<file path="src/verilog/opl_params.svh">
`ifndef OPL_PARAMS_SVH
`define OPL_PARAMS_SVH

// number of square-wave voices
`define OPL_NUM_CHANNELS 8

// clocks per sample period
`define OPL_CLK_DIV 256

// phase accumulator and frequency number width
`define OPL_PHASE_WIDTH 16

// one output sample, signed
`define OPL_SAMPLE_WIDTH 16

`endif

</file>
<file path="src/verilog/opl_reg_pkg.sv">
`default_nettype none

`include "opl_params.svh"

package opl_reg_pkg;

    typedef logic [7:0] reg_addr_t;
    typedef logic [7:0] reg_data_t;
    typedef logic [$clog2(`OPL_NUM_CHANNELS)-1:0] chan_idx_t;

    localparam int REGS_PER_CHAN = 4;
    localparam int NUM_REGS = REGS_PER_CHAN * `OPL_NUM_CHANNELS; // 32 bytes

    typedef logic [$clog2(REGS_PER_CHAN)-1:0] reg_field_t; // byte within a channel

    // field offsets, address = 4 * channel + offset
    localparam reg_field_t REG_FNUM_LO = 2'd0;
    localparam reg_field_t REG_FNUM_HI = 2'd1;
    localparam reg_field_t REG_LEVEL   = 2'd2;
    localparam reg_field_t REG_CTRL    = 2'd3;

    // bits of the control byte
    localparam int CTRL_KEY_ON   = 0;
    localparam int CTRL_LEFT_EN  = 1;
    localparam int CTRL_RIGHT_EN = 2;

endpackage

`default_nettype wire

</file>
<file path="src/verilog/opl_audio_pkg.sv">
`default_nettype none

`include "opl_params.svh"

package opl_audio_pkg;

    typedef logic signed [`OPL_SAMPLE_WIDTH-1:0] sample_t;
    typedef logic signed [19:0] mix_acc_t;          // headroom for 8 voices
    typedef logic [`OPL_PHASE_WIDTH-1:0] phase_t;

    localparam sample_t SAMPLE_MAX = 16'sh7fff;
    localparam sample_t SAMPLE_MIN = 16'sh8000;

    // clamp limits at accumulator width, sign extended
    localparam mix_acc_t MIX_MAX = mix_acc_t'(SAMPLE_MAX);
    localparam mix_acc_t MIX_MIN = mix_acc_t'(SAMPLE_MIN);

    localparam int LEVEL_SHIFT = 6; // level times 64

endpackage

`default_nettype wire

</file>
<file path="src/verilog/reg_ram_if.sv">
`default_nettype none

interface reg_ram_if;

    logic                   req;
    logic                   we;
    opl_reg_pkg::reg_addr_t addr;
    opl_reg_pkg::reg_data_t wdata;
    logic                   gnt;    // access happens this cycle
    opl_reg_pkg::reg_data_t rdata;
    logic                   rvalid; // one cycle after a read grant

    modport requester (
        output req, we, addr, wdata,
        input  gnt, rdata, rvalid
    );

    modport arbiter (
        input  req, we, addr, wdata,
        output gnt, rdata, rvalid
    );

endinterface

`default_nettype wire

</file>
<file path="src/verilog/sample_clk_div.sv">
`default_nettype none

`include "opl_params.svh"

module sample_clk_div (
    input  logic clk,
    input  logic reset,
    output logic sample_clk_en
);

    localparam int CNT_W = $clog2(`OPL_CLK_DIV);

    logic [CNT_W-1:0] count;

    always_ff @(posedge clk) begin
        if (reset) begin
            count         <= '0;
            sample_clk_en <= 1'b0;
        end else begin
            if (count == CNT_W'(`OPL_CLK_DIV - 1)) begin
                count <= '0;
            end else begin
                count <= count + 1'b1;
            end
            sample_clk_en <= (count == CNT_W'(`OPL_CLK_DIV - 1)); // pulse on wrap
        end
    end

endmodule

`default_nettype wire

</file>
<file path="src/verilog/reg_ram_arbiter.sv">
`default_nettype none

module reg_ram_arbiter (
    input  logic       clk,
    input  logic       reset,
    reg_ram_if.arbiter host_bus,
    reg_ram_if.arbiter voice_bus
);

    localparam int IDX_W = $clog2(opl_reg_pkg::NUM_REGS);

    opl_reg_pkg::reg_data_t mem [opl_reg_pkg::NUM_REGS];

    logic                   prefer_host; // winner of the next collision
    logic                   host_gnt;
    logic                   voice_gnt;
    logic                   acc_we;
    opl_reg_pkg::reg_addr_t acc_addr;
    opl_reg_pkg::reg_data_t acc_wdata;
    logic                   acc_in_range;
    logic [IDX_W-1:0]       acc_idx;
    opl_reg_pkg::reg_data_t rd_data;
    logic                   host_rvalid;
    logic                   voice_rvalid;

    always_comb begin
        host_gnt     = host_bus.req && (!voice_bus.req || prefer_host);
        voice_gnt    = voice_bus.req && !host_gnt;
        acc_we       = host_gnt ? host_bus.we : voice_bus.we;
        acc_addr     = host_gnt ? host_bus.addr : voice_bus.addr;
        acc_wdata    = host_gnt ? host_bus.wdata : voice_bus.wdata;
        acc_in_range = (acc_addr < opl_reg_pkg::NUM_REGS);
        acc_idx      = acc_addr[IDX_W-1:0];
    end

    always_ff @(posedge clk) begin
        if (reset) begin
            for (int i = 0; i < opl_reg_pkg::NUM_REGS; i++) begin
                mem[i] <= '0;
            end
            prefer_host  <= 1'b1;
            host_rvalid  <= 1'b0;
            voice_rvalid <= 1'b0;
        end else begin
            if (host_bus.req && voice_bus.req) begin
                prefer_host <= !prefer_host; // alternate only on collision
            end
            if ((host_gnt || voice_gnt) && acc_we && acc_in_range) begin
                mem[acc_idx] <= acc_wdata; // out of range writes dropped
            end
            host_rvalid  <= host_gnt && !host_bus.we;
            voice_rvalid <= voice_gnt && !voice_bus.we;
        end
    end

    // one read port shared by both peers
    always_ff @(posedge clk) begin
        if ((host_gnt || voice_gnt) && !acc_we) begin
            rd_data <= acc_in_range ? mem[acc_idx] : '0;
        end
    end

    assign host_bus.gnt     = host_gnt;
    assign host_bus.rdata   = rd_data;
    assign host_bus.rvalid  = host_rvalid;
    assign voice_bus.gnt    = voice_gnt;
    assign voice_bus.rdata  = rd_data;
    assign voice_bus.rvalid = voice_rvalid;

endmodule

`default_nettype wire

</file>
<file path="src/verilog/host_reg_port.sv">
`default_nettype none

module host_reg_port (
    input  logic                   clk,
    input  logic                   reset,
    input  logic                   cs,
    input  logic                   rd,
    input  logic                   wr,
    input  opl_reg_pkg::reg_addr_t address,
    input  opl_reg_pkg::reg_data_t data_in,
    output opl_reg_pkg::reg_data_t data_out,
    output logic                   rd_valid,
    output logic                   busy,
    reg_ram_if.requester           host_bus
);

    logic                   pending;  // access waiting for its grant
    logic                   req_we;
    opl_reg_pkg::reg_addr_t req_addr;
    opl_reg_pkg::reg_data_t req_wdata;

    always_ff @(posedge clk) begin
        if (reset) begin
            pending <= 1'b0;
            req_we  <= 1'b0;
        end else if (!pending) begin
            if (cs && (rd || wr)) begin
                pending <= 1'b1;
                req_we  <= wr; // write wins if both strobes
            end
        end else if (host_bus.gnt) begin
            pending <= 1'b0;
        end
    end

    // captured with the strobe, held until the grant
    always_ff @(posedge clk) begin
        if (!pending && cs && (rd || wr)) begin
            req_addr  <= address;
            req_wdata <= data_in;
        end
    end

    assign host_bus.req   = pending;
    assign host_bus.we    = req_we;
    assign host_bus.addr  = req_addr;
    assign host_bus.wdata = req_wdata;

    assign busy     = pending;
    assign rd_valid = host_bus.rvalid;
    assign data_out = host_bus.rdata;

endmodule

`default_nettype wire

</file>
<file path="src/verilog/voice_sequencer.sv">
`default_nettype none

`include "opl_params.svh"

module voice_sequencer (
    input  logic                    clk,
    input  logic                    reset,
    input  logic                    sample_clk_en,
    reg_ram_if.requester            voice_bus,
    output opl_audio_pkg::sample_t  sample_l,
    output opl_audio_pkg::sample_t  sample_r,
    output logic                    sample_strobe
);

    localparam opl_reg_pkg::chan_idx_t LAST_CHAN =
        opl_reg_pkg::chan_idx_t'(`OPL_NUM_CHANNELS - 1);

    typedef enum logic [2:0] {
        S_IDLE,
        S_READ,   // request held until gnt
        S_WAIT,   // byte returns with rvalid
        S_VOICE,
        S_CLAMP
    } seq_state_t;

    seq_state_t                  state;
    opl_reg_pkg::chan_idx_t      chan;
    opl_reg_pkg::reg_field_t     field;
    opl_audio_pkg::phase_t       fnum;
    opl_reg_pkg::reg_data_t      level;
    opl_reg_pkg::reg_data_t      ctrl;
    opl_audio_pkg::phase_t       phase [`OPL_NUM_CHANNELS];
    opl_audio_pkg::phase_t       cur_phase;
    opl_audio_pkg::mix_acc_t     magnitude;
    opl_audio_pkg::mix_acc_t     voice_val;
    opl_audio_pkg::mix_acc_t     acc_l;
    opl_audio_pkg::mix_acc_t     acc_r;

    function automatic opl_audio_pkg::sample_t clamp_sample(input opl_audio_pkg::mix_acc_t sum);
        if (sum > opl_audio_pkg::MIX_MAX) begin
            return opl_audio_pkg::SAMPLE_MAX;
        end else if (sum < opl_audio_pkg::MIX_MIN) begin
            return opl_audio_pkg::SAMPLE_MIN;
        end
        return opl_audio_pkg::sample_t'(sum);
    endfunction

    // square wave, sign from the phase MSB
    always_comb begin
        cur_phase = phase[chan];
        magnitude = opl_audio_pkg::mix_acc_t'(level) <<< opl_audio_pkg::LEVEL_SHIFT;
        if (!ctrl[opl_reg_pkg::CTRL_KEY_ON]) begin
            voice_val = '0;
        end else if (cur_phase[`OPL_PHASE_WIDTH-1]) begin
            voice_val = -magnitude;
        end else begin
            voice_val = magnitude;
        end
    end

    always_ff @(posedge clk) begin
        if (reset) begin
            state         <= S_IDLE;
            chan          <= '0;
            field         <= opl_reg_pkg::REG_FNUM_LO;
            sample_strobe <= 1'b0;
            for (int i = 0; i < `OPL_NUM_CHANNELS; i++) begin
                phase[i] <= '0;
            end
        end else begin
            sample_strobe <= 1'b0;
            case (state)
                S_IDLE: begin
                    if (sample_clk_en) begin
                        chan  <= '0;
                        field <= opl_reg_pkg::REG_FNUM_LO;
                        acc_l <= '0;
                        acc_r <= '0;
                        state <= S_READ;
                    end
                end
                S_READ: begin
                    if (voice_bus.gnt) state <= S_WAIT;
                end
                S_WAIT: begin
                    if (voice_bus.rvalid) begin
                        case (field)
                            opl_reg_pkg::REG_FNUM_LO: fnum[7:0]  <= voice_bus.rdata;
                            opl_reg_pkg::REG_FNUM_HI: fnum[15:8] <= voice_bus.rdata;
                            opl_reg_pkg::REG_LEVEL:   level      <= voice_bus.rdata;
                            opl_reg_pkg::REG_CTRL:    ctrl       <= voice_bus.rdata;
                            default: ;
                        endcase
                        if (field == opl_reg_pkg::REG_CTRL) begin
                            state <= S_VOICE;
                        end else begin
                            field <= field + 1'b1;
                            state <= S_READ;
                        end
                    end
                end
                S_VOICE: begin
                    if (ctrl[opl_reg_pkg::CTRL_LEFT_EN]) acc_l <= acc_l + voice_val;
                    if (ctrl[opl_reg_pkg::CTRL_RIGHT_EN]) acc_r <= acc_r + voice_val;
                    // phase advances after use, cleared on key-off
                    if (ctrl[opl_reg_pkg::CTRL_KEY_ON]) begin
                        phase[chan] <= cur_phase + fnum;
                    end else begin
                        phase[chan] <= '0;
                    end
                    if (chan == LAST_CHAN) begin
                        state <= S_CLAMP;
                    end else begin
                        chan  <= chan + 1'b1;
                        field <= opl_reg_pkg::REG_FNUM_LO;
                        state <= S_READ;
                    end
                end
                S_CLAMP: begin
                    sample_l      <= clamp_sample(acc_l);
                    sample_r      <= clamp_sample(acc_r);
                    sample_strobe <= 1'b1;
                    state         <= S_IDLE;
                end
                default: state <= S_IDLE;
            endcase
        end
    end

    // {chan, field} is 4 * chan + field
    assign voice_bus.req   = (state == S_READ);
    assign voice_bus.we    = 1'b0;           // read only peer
    assign voice_bus.addr  = opl_reg_pkg::reg_addr_t'({chan, field});
    assign voice_bus.wdata = '0;

endmodule

`default_nettype wire

</file>
<file path="src/verilog/serial_audio_tx.sv">
`default_nettype none

`include "opl_params.svh"

module serial_audio_tx (
    input  logic                   clk,
    input  logic                   reset,
    input  logic                   sample_strobe,
    input  opl_audio_pkg::sample_t sample_l,
    input  opl_audio_pkg::sample_t sample_r,
    output logic                   i2s_sclk,
    output logic                   i2s_ws,
    output logic                   i2s_sd
);

    localparam int FRAME_BITS = 2 * `OPL_SAMPLE_WIDTH;
    localparam int BIT_W = $clog2(FRAME_BITS);

    logic                  active;
    logic [1:0]            div;     // sclk is clk / 4
    logic [BIT_W-1:0]      bit_cnt;
    logic [FRAME_BITS-1:0] shift;   // left word in the upper half

    always_ff @(posedge clk) begin
        if (reset) begin
            active   <= 1'b0;
            div      <= '0;
            bit_cnt  <= '0;
            shift    <= '0;
            i2s_sclk <= 1'b0;
            i2s_ws   <= 1'b1;
        end else if (!active) begin
            if (sample_strobe) begin
                active  <= 1'b1;
                div     <= '0;
                bit_cnt <= '0;
                shift   <= {sample_l, sample_r};
                i2s_ws  <= 1'b0; // left MSB goes out with ws
            end
        end else begin
            div <= div + 1'b1;
            if (div == 2'd1) begin
                i2s_sclk <= 1'b1;
            end
            if (div == 2'd3) begin
                // falling edge of sclk, next bit out
                i2s_sclk <= 1'b0;
                shift    <= {shift[FRAME_BITS-2:0], 1'b0};
                bit_cnt  <= bit_cnt + 1'b1;
                i2s_ws   <= (bit_cnt >= BIT_W'(`OPL_SAMPLE_WIDTH - 1));
                if (bit_cnt == BIT_W'(FRAME_BITS - 1)) begin
                    active <= 1'b0; // ws stays high, sd empties to 0
                end
            end
        end
    end

    assign i2s_sd = shift[FRAME_BITS-1];

endmodule

`default_nettype wire

</file>
<file path="src/verilog/opl_top.sv">
`default_nettype none

module opl_top (
    input  logic       clk,
    input  logic       reset,
    input  logic       cs,
    input  logic       rd,
    input  logic       wr,
    input  logic [7:0] address,
    input  logic [7:0] data_in,
    output logic [7:0] data_out,
    output logic       rd_valid,
    output logic       busy,
    output logic       i2s_sclk,
    output logic       i2s_ws,
    output logic       i2s_sd
);

    logic                   sample_clk_en;
    logic                   sample_strobe;
    opl_audio_pkg::sample_t sample_l;
    opl_audio_pkg::sample_t sample_r;

    reg_ram_if host_bus ();
    reg_ram_if voice_bus ();

    sample_clk_div i_clk_div (
        .clk           (clk),
        .reset         (reset),
        .sample_clk_en (sample_clk_en)
    );

    reg_ram_arbiter i_arbiter (
        .clk       (clk),
        .reset     (reset),
        .host_bus  (host_bus),
        .voice_bus (voice_bus)
    );

    host_reg_port i_host_port (
        .clk      (clk),
        .reset    (reset),
        .cs       (cs),
        .rd       (rd),
        .wr       (wr),
        .address  (address),
        .data_in  (data_in),
        .data_out (data_out),
        .rd_valid (rd_valid),
        .busy     (busy),
        .host_bus (host_bus)
    );

    voice_sequencer i_sequencer (
        .clk           (clk),
        .reset         (reset),
        .sample_clk_en (sample_clk_en),
        .voice_bus     (voice_bus),
        .sample_l      (sample_l),
        .sample_r      (sample_r),
        .sample_strobe (sample_strobe)
    );

    serial_audio_tx i_serial_tx (
        .clk           (clk),
        .reset         (reset),
        .sample_strobe (sample_strobe),
        .sample_l      (sample_l),
        .sample_r      (sample_r),
        .i2s_sclk      (i2s_sclk),
        .i2s_ws        (i2s_ws),
        .i2s_sd        (i2s_sd)
    );

endmodule

`default_nettype wire

</file>
<file path="config.mk">
export PLATFORM = sky130hd
export DESIGN_NAME = opl_top
export DESIGN_NICKNAME = d
export VERILOG_FILES = /design/src/verilog/opl_reg_pkg.sv /design/src/verilog/opl_audio_pkg.sv /design/src/verilog/reg_ram_if.sv /design/src/verilog/sample_clk_div.sv /design/src/verilog/reg_ram_arbiter.sv /design/src/verilog/host_reg_port.sv /design/src/verilog/voice_sequencer.sv /design/src/verilog/serial_audio_tx.sv /design/src/verilog/opl_top.sv
export VERILOG_INCLUDE_DIRS = /design/src /design/src/verilog
export SDC_FILE = /design/constraint.sdc
export NUM_CORES = 1
export LEC_CHECK = 0
export BUFFER_PORTS_ARGS = -buffer_cell sky130_fd_sc_hd__clkbuf_2
export CORE_AREA = 2 2 181 228
export DETAILED_ROUTE_END_ITERATION = 7
export DIE_AREA = 0 0 183 230
export GPL_ROUTABILITY_DRIVEN = 1
export HOLD_SLACK_MARGIN = 0.05
export PLACE_DENSITY = 0.89
export SYNTH_ARGS = -nofsm -noshare
export SYNTH_HDL_FRONTEND = slang
export SYNTH_SLANG_ARGS = --single-unit
</file>
<file path="constraint.sdc">
create_clock -name clk -period 8.5 [get_ports clk]
set_clock_uncertainty 0.1 [all_clocks]
set_input_delay 0.425 -clock clk [delete_from_list [all_inputs] [get_ports clk]]
set_output_delay 0.425 -clock clk [all_outputs]
set_load 0.1 [all_outputs]
</file>
# Word level (Yosys, flattened, before mapping)

Memory sizes are Yosys's and may differ from the RTL's. A register that Yosys moved wholly into a read port is not among the register bits.
Cells that the tools add are included.

Output and inout port bits: 13
Memories kept: 2
Memory bits (writable): 384
Register bits: 180
Input port bits: 21
Word-level logic and storage cells: 190

Memories:

| name              | depth | width | rd ports | clocked after Yosys merged registers in | write ports | RTL line              | text |
|---|---|---|---|---|---|---|---|
| i_arbiter.mem     | 32    | 8     | 1        | 1                                       | 32          | reg_ram_arbiter.sv:12 | `opl_reg_pkg::reg_data_t mem [opl_reg_pkg::NUM_REGS];` |
| i_sequencer.phase | 8     | 16    | 1        | 1                                       | 8           | voice_sequencer.sv:32 | `` opl_audio_pkg::phase_t phase [`OPL_NUM_CHANNELS]; `` |

$lt $le $gt $ge: 6
Add/sub/neg operators: 9
Eq/ne operators: 20
Reduce and logical (&&, ||, !) cells: 42
Mux-type cells: 81
Bitwise gates (word level): 3

Operator list:

| operator               | count |
|---|---|
| $mux W16               | 8 |
| $mux W20               | 5 |
| $mux W32               | 3 |
| $pmux W20 S2           | 2 |
| $add A20 B20 Y20       | 2 |
| $gt A20 B16 Y1 const B | 2 |
| $lt A20 B16 Y1 const B | 2 |
| $mux W1                | 37 |
| $mux W3                | 9 |
| $mux W8                | 3 |
| $reduce_and A4 Y1      | 6 |
| $mux W5                | 4 |
| $neg A14 Y20           | 1 |
| $add A16 B16 Y16       | 1 |
| $reduce_or A16 Y1      | 1 |
| $mux W2                | 7 |
| $ne A2 B2 Y1 const B   | 6 |
| $pmux W3 S4            | 1 |
| $logic_and A1 B1 Y1    | 10 |
| $add A8 B1 Y8 const B  | 1 |
| $eq A8 B8 Y1 const B   | 1 |
| $lt A8 B6 Y1 const B   | 1 |
| $reduce_and A2 Y1      | 4 |
| $reduce_or A8 Y1       | 1 |
| other kinds (24)       | 43 |

# Logic depth before layout (Yosys ltp)

Depth after elaboration: 14
Depth in mapped cells: 15
Gate-level depth less buffers: 14

# By module

From an unflattened synthesis, not the netlist that was laid out.

Cell total of the unflattened synthesis: 2304
Area, all modules: 28302.1 um^2

By module, submodules not included:

| module          | area an instance (um^2) | cells an instance | instances | seq. area each (um^2) |
|---|---|---|---|---|
| reg_ram_arbiter | 14189.9                 | 1162              | 1         | 7987.7 |
| voice_sequencer | 11029.3                 | 870               | 1         | 6396.1 |
| serial_audio_tx | 2070.7                  | 195               | 1         | 840.8 |
| host_reg_port   | 645.6                   | 36                | 1         | 520.5 |
| sample_clk_div  | 366.6                   | 41                | 1         | 180.2 |

# Worst setup path after synthesis

No wires, ideal clock.

Path kind: reg2reg
From: reg with a tool-made name
To: mem i_sequencer.phase[0][14] (netlist name) (data pin)
Period minus slack after synthesis: 4244 ps
Library setup time: 261 ps
Setup slack: 4256 ps
Stages on the path, launching flop included: 14
Arrival: 3883 ps
Data required time: 8139 ps
Path buffers: 2
Cell sequence: dfxtp_1 > clkbuf_1 > buf_1 > mux4_2 > mux2_2 > ha_1 > fa_1 > a21o_1 > a211oi_1 > o21ai_0 > a31o_2 > a21oi_1 > o311a_1 > nor2_1

RTL lines:

| what          | RTL line |
|---|---|
| end, declared | voice_sequencer.sv:32 |

==> flow_metrics.py <==
metrics = {
    "global_route": {
        "grt_pass1_vias": 18000,
        "grt_use_total_pct": 32.0,
        "use_met1_pct": 37.8,
        "grt_pass1_wl_um": 102000,
        "grt_max_degree": 80,
        "grt.overflow.total": 0,
        "antenna_found_initial": 0,
        "met2_usage_pct": 54.8,
        "grt_busiest_layer": "met2",
        "use_met3_pct": 5.54,
    },
    "route": {
        "viasPerCell": 6.62,
        "drt-initial-drc-count": 2077,
        "vias": 18000,
        "routed_wirelength_um": 67000,
        "drc_errors": 0,
        "drt-pass1-iter-count": 7,
        "detail-route-antenna-nets": 0,
        "wl_per_cell_um": 24.6,
    },
    "clocking": {
        "cts.sinks": 553,
        "cts-resized-gates": 0,
        "cts_buffers": 52,
        "ctsLongestPathBuffers": 3,
        "clk_pin_slew_ps": 60,
        "post_cts_buffers": 0,
        "htreeDepth": 2,
        "cts-root-buf": "clkbuf_16",
        "tritoncts": "yes",
        "clk_latency_ps": 610,
        "postCtsHoldBufs": 18,
    },
    "power_and_ir_drop": {
        "netSwitchingFraction_pct": 22.2,
        "share_seq_of_total_power_pct": 54.3,
        "p_sw_w": 0.00125,
        "p_leak_nw": 9.66,
        "ir_worst_vdd_mv": 0.193,
        "clkPwrFrac_pct": 41.0,
        "powerDensity_mw_per_mm2": 200,
        "p_int_w": 0.00437,
        "comb_power_share_pct": 4.7,
    },
    "floorplanning": {
        "pin_count": 34,
        "core_mm2": 0.0398,
        "die_w_um": 183,
        "start_util_pct": 64.6,
        "die_area_mm2": 0.0421,
        "std_cell_rows": 82,
        "die_y_um": 230,
    },
    "sta": {
        "rsz0062_at_grt": "no",
        "setup_slack_ps": 3470,
        "period_needed_ps": 5030,
        "tightest_slew_ps": 1200,
        "finalHoldViolCount": 0,
        "relSlewSlack_pct": 19.1,
        "finalSetupViolations": 0,
        "drv_slew": 0,
        "finalCritPeriodShare_pct": 59.2,
        "tns_ps": 0,
        "fmax_mhz": 199,
    },
    "place": {
        "dpl_cell_area_mm2": 0.0262,
        "io_buffer_count": 33,
        "gp_congestion": 1.01,
        "place_ws_ps": 3610,
        "hpwl_um": 42400,
        "placed_cells": 2604,
    },
    "hold_path": {
        "hold_depth": 2,
        "hold_class": "in -> reg",
    },
    "layout": {
        "drive_gt1_share_pct": 9.84,
        "nets": 2250,
        "post-route-util_pct": 70.4,
        "instances_no_fill": 2720,
        "synthToLayoutAreaGrowth_pct": 8.87,
        "nFillCells": 2575,
        "final_area_mm2": 0.0280,
    },
    "critical_path": {
        "cpPeakStageDelay_ps": 1120,
        "arrival_ps": 5260,
        "cp_slowest_cell": "dfxtp_2",
        "worstPathCellList": "mux4_2 > mux2_2 > ha_1 > fa_1 > a21o_1 > a211oi_1 > o21ai_0 > a31o_2 > a21oi_1 > xnor2_1 > nor2_1",
        "worstRegToRegCells": 11,
        "cp-start-kind": "flip-flop",
        "cp_num_buf_inv": 0,
        "worst_ep_required_time_ps": 8730,
        "crit_family": "compound AO/OA/AOI/OAI gates",
        "path_class": "reg -> reg",
        "endpoint_kind": "flip-flop",
        "rrSetupSlack_ps": 3470,
        "worst-path-stages": 11,
        "crit_fanout": 32,
    },
    "run_status": {
        "status": "finished, final reports clean",
    },
    "synth": {
        "synth_cell_types": 75,
        "async_flop_share_pct": 0,
        "synth.avg_cell_area_um2": 11.8,
        "syn_nets": 2251,
        "synth_edf_count": 485,
        "synthCells": 2173,
        "ys_seq_elements": 553,
        "seq_area_frac_synth_pct": 61.9,
        "synth.cell_area_mm2": 0.0257,
        "synth_ff_type": "edfxtp_1",
        "yosys_warnings": 0,
    },
    "flow_run": {
        "cap_violations": 0,
    },
}
[per-stage QoR]
stage / hold WS, ps / total power [W]
2_1_floorplan: 326 / 0.00326
3_3_place_gp: 333 / 0.00334
3_5_place_dp: 353 / 0.00335
4_1_cts: 130 / 0.00560
5_1_grt: 145 / 0.00574
6_report: 154 / 0.00562
[sequential cells by signal (all words and copies together) (netlist names), 8 cells and up, named ones only]
register / count
i_arbiter.host_bus.rdata: 8
i_arbiter.mem: 256
i_clk_div.count: 8
i_host_port.host_bus.addr: 8
i_host_port.host_bus.wdata: 8
i_sequencer.acc_l: 14
i_sequencer.acc_r: 14
i_sequencer.fnum: 16
i_sequencer.level: 8
i_sequencer.phase: 128
i_sequencer.sample_l: 11
i_sequencer.sample_r: 11
i_serial_tx.shift: 32
[kinds of logic after synthesis]
| family | after synthesis | share of synthesized area, % |
|---|---|---|
| AND/OR/NAND/NOR | 911 | 15.7 |
| flip-flops | 553 | 61.9 |
| AO/OA/AOI/OAI | 304 | 7.79 |
| multiplexers | 154 | 7.93 |
| buffers and inverters | 152 | 2.45 |
| adder cells (fa/ha/maj) | 57 | 2.86 |
| XOR/XNOR | 42 | 1.43 |
[worst register-to-register path: stages, from the launching register on]
cell      delay (ps)
dfxtp_2         1120
mux4_2           630
mux2_2           280
ha_1             240
fa_1             430
a21o_1           190
a211oi_1         400
o21ai_0          260
a31o_2           290
a21oi_1          300
xnor2_1          370
nor2_1           140
[cells in the final DEF (no fill, tap or decap), drive strengths merged, types with 49 or more instances in the layout]
master and instances:
ha 54, clkbuf 97, o21ai 49, nand2 159, dfxtp 68, a21oi 73
nor2 500, mux2i 91, edfxtp 485, nand2b 51
[area by class of cell]
cell class                      count  area (um2)  share of cell area, %
Multi-Input combinational cell   1468        9210                   32.9
Sequential cell                   553       15900                   56.8
Clock buffer                       65        1380                   4.93
Tap cell                          504         631                   2.25
Timing Repair Buffer               70         490                   1.75
Clock inverter                     32         277                  0.987
Antenna cell                        1        2.50                0.00893
Inverter                           27         101                  0.362
[routing by layer]
metal	vias up	wire length, um
li1	7910	-
met1	8730	23100
met2	1103	33700
met3	268	5980
met4	0	4260
met5	-	0
[worst paths after layout]
kind                                                  to                              start
setup / recovery  i_sequencer.phase[4][10]$_SDFFCE_PN0P_                          flip-flop
hold / removal         i_sequencer.field[1]$_SDFFE_PP0P_                              reset
setup reg to reg  i_sequencer.phase[4][10]$_SDFFCE_PN0P_                          flip-flop
hold reg to reg        i_serial_tx.shift[0]$_SDFFE_PP0P_  i_serial_tx.shift[0]$_SDFFE_PP0P_
[power by group through the flow]
stage | sequential, W | combinational [W] | clock (W)
2_1_floorplan | 0.00310 | 0.000162 | 0
3_3_place_gp | 0.00310 | 0.000241 | 0
3_5_place_dp | 0.00310 | 0.000249 | 0
4_1_cts | 0.00305 | 0.000260 | 0.00230
5_1_grt | 0.00305 | 0.000279 | 0.00240
6_report | 0.00305 | 0.000266 | 0.00230
[synth_stat cells, types with 4 or more instances]
| cell type | instances | area share (%) |
|---|---|---|
| a21o_1 | 37 | 1.1 |
| a21oi_1 | 73 | 1.4 |
| a211oi_1 | 37 | 1.1 |
| and2_1 | 19 | 0.46 |
| o21bai_1 | 5 | 0.15 |
| a22oi_1 | 9 | 0.26 |
| nor4b_1 | 4 | 0.14 |
| o31ai_1 | 8 | 0.23 |
| nand4_1 | 14 | 0.34 |
| nand2b_1 | 51 | 1.2 |
| nand3b_1 | 5 | 0.15 |
| a32oi_1 | 6 | 0.20 |
| and3_1 | 12 | 0.29 |
| xnor2_1 | 30 | 1.0 |
| buf_4 | 5 | 0.15 |
| a2111oi_0 | 4 | 0.14 |
| a221oi_1 | 5 | 0.17 |
| buf_2 | 14 | 0.27 |
| inv_1 | 26 | 0.38 |
| edfxtp_1 | 485 | 57 |
| nor3b_1 | 7 | 0.20 |
| nor2_1 | 499 | 7.3 |
| nor4_1 | 9 | 0.22 |
| nand3_1 | 42 | 0.82 |
| nor3_1 | 44 | 0.86 |
| xor2_1 | 12 | 0.41 |
| a31oi_1 | 24 | 0.58 |
| or3_1 | 15 | 0.36 |
| clkbuf_1 | 79 | 1.2 |
| o21ai_0 | 49 | 0.95 |
| nand2_1 | 157 | 2.3 |
| or2_2 | 9 | 0.22 |
| dfxtp_1 | 68 | 5.3 |
| mux2_2 | 25 | 1.1 |
| o22ai_1 | 14 | 0.34 |
| buf_1 | 24 | 0.35 |
| mux2i_1 | 91 | 3.5 |
| ha_1 | 54 | 2.6 |
| nor2b_1 | 7 | 0.17 |
| mux4_2 | 37 | 3.2 |
No activity file was read; power rests on OpenSTA's default activity.
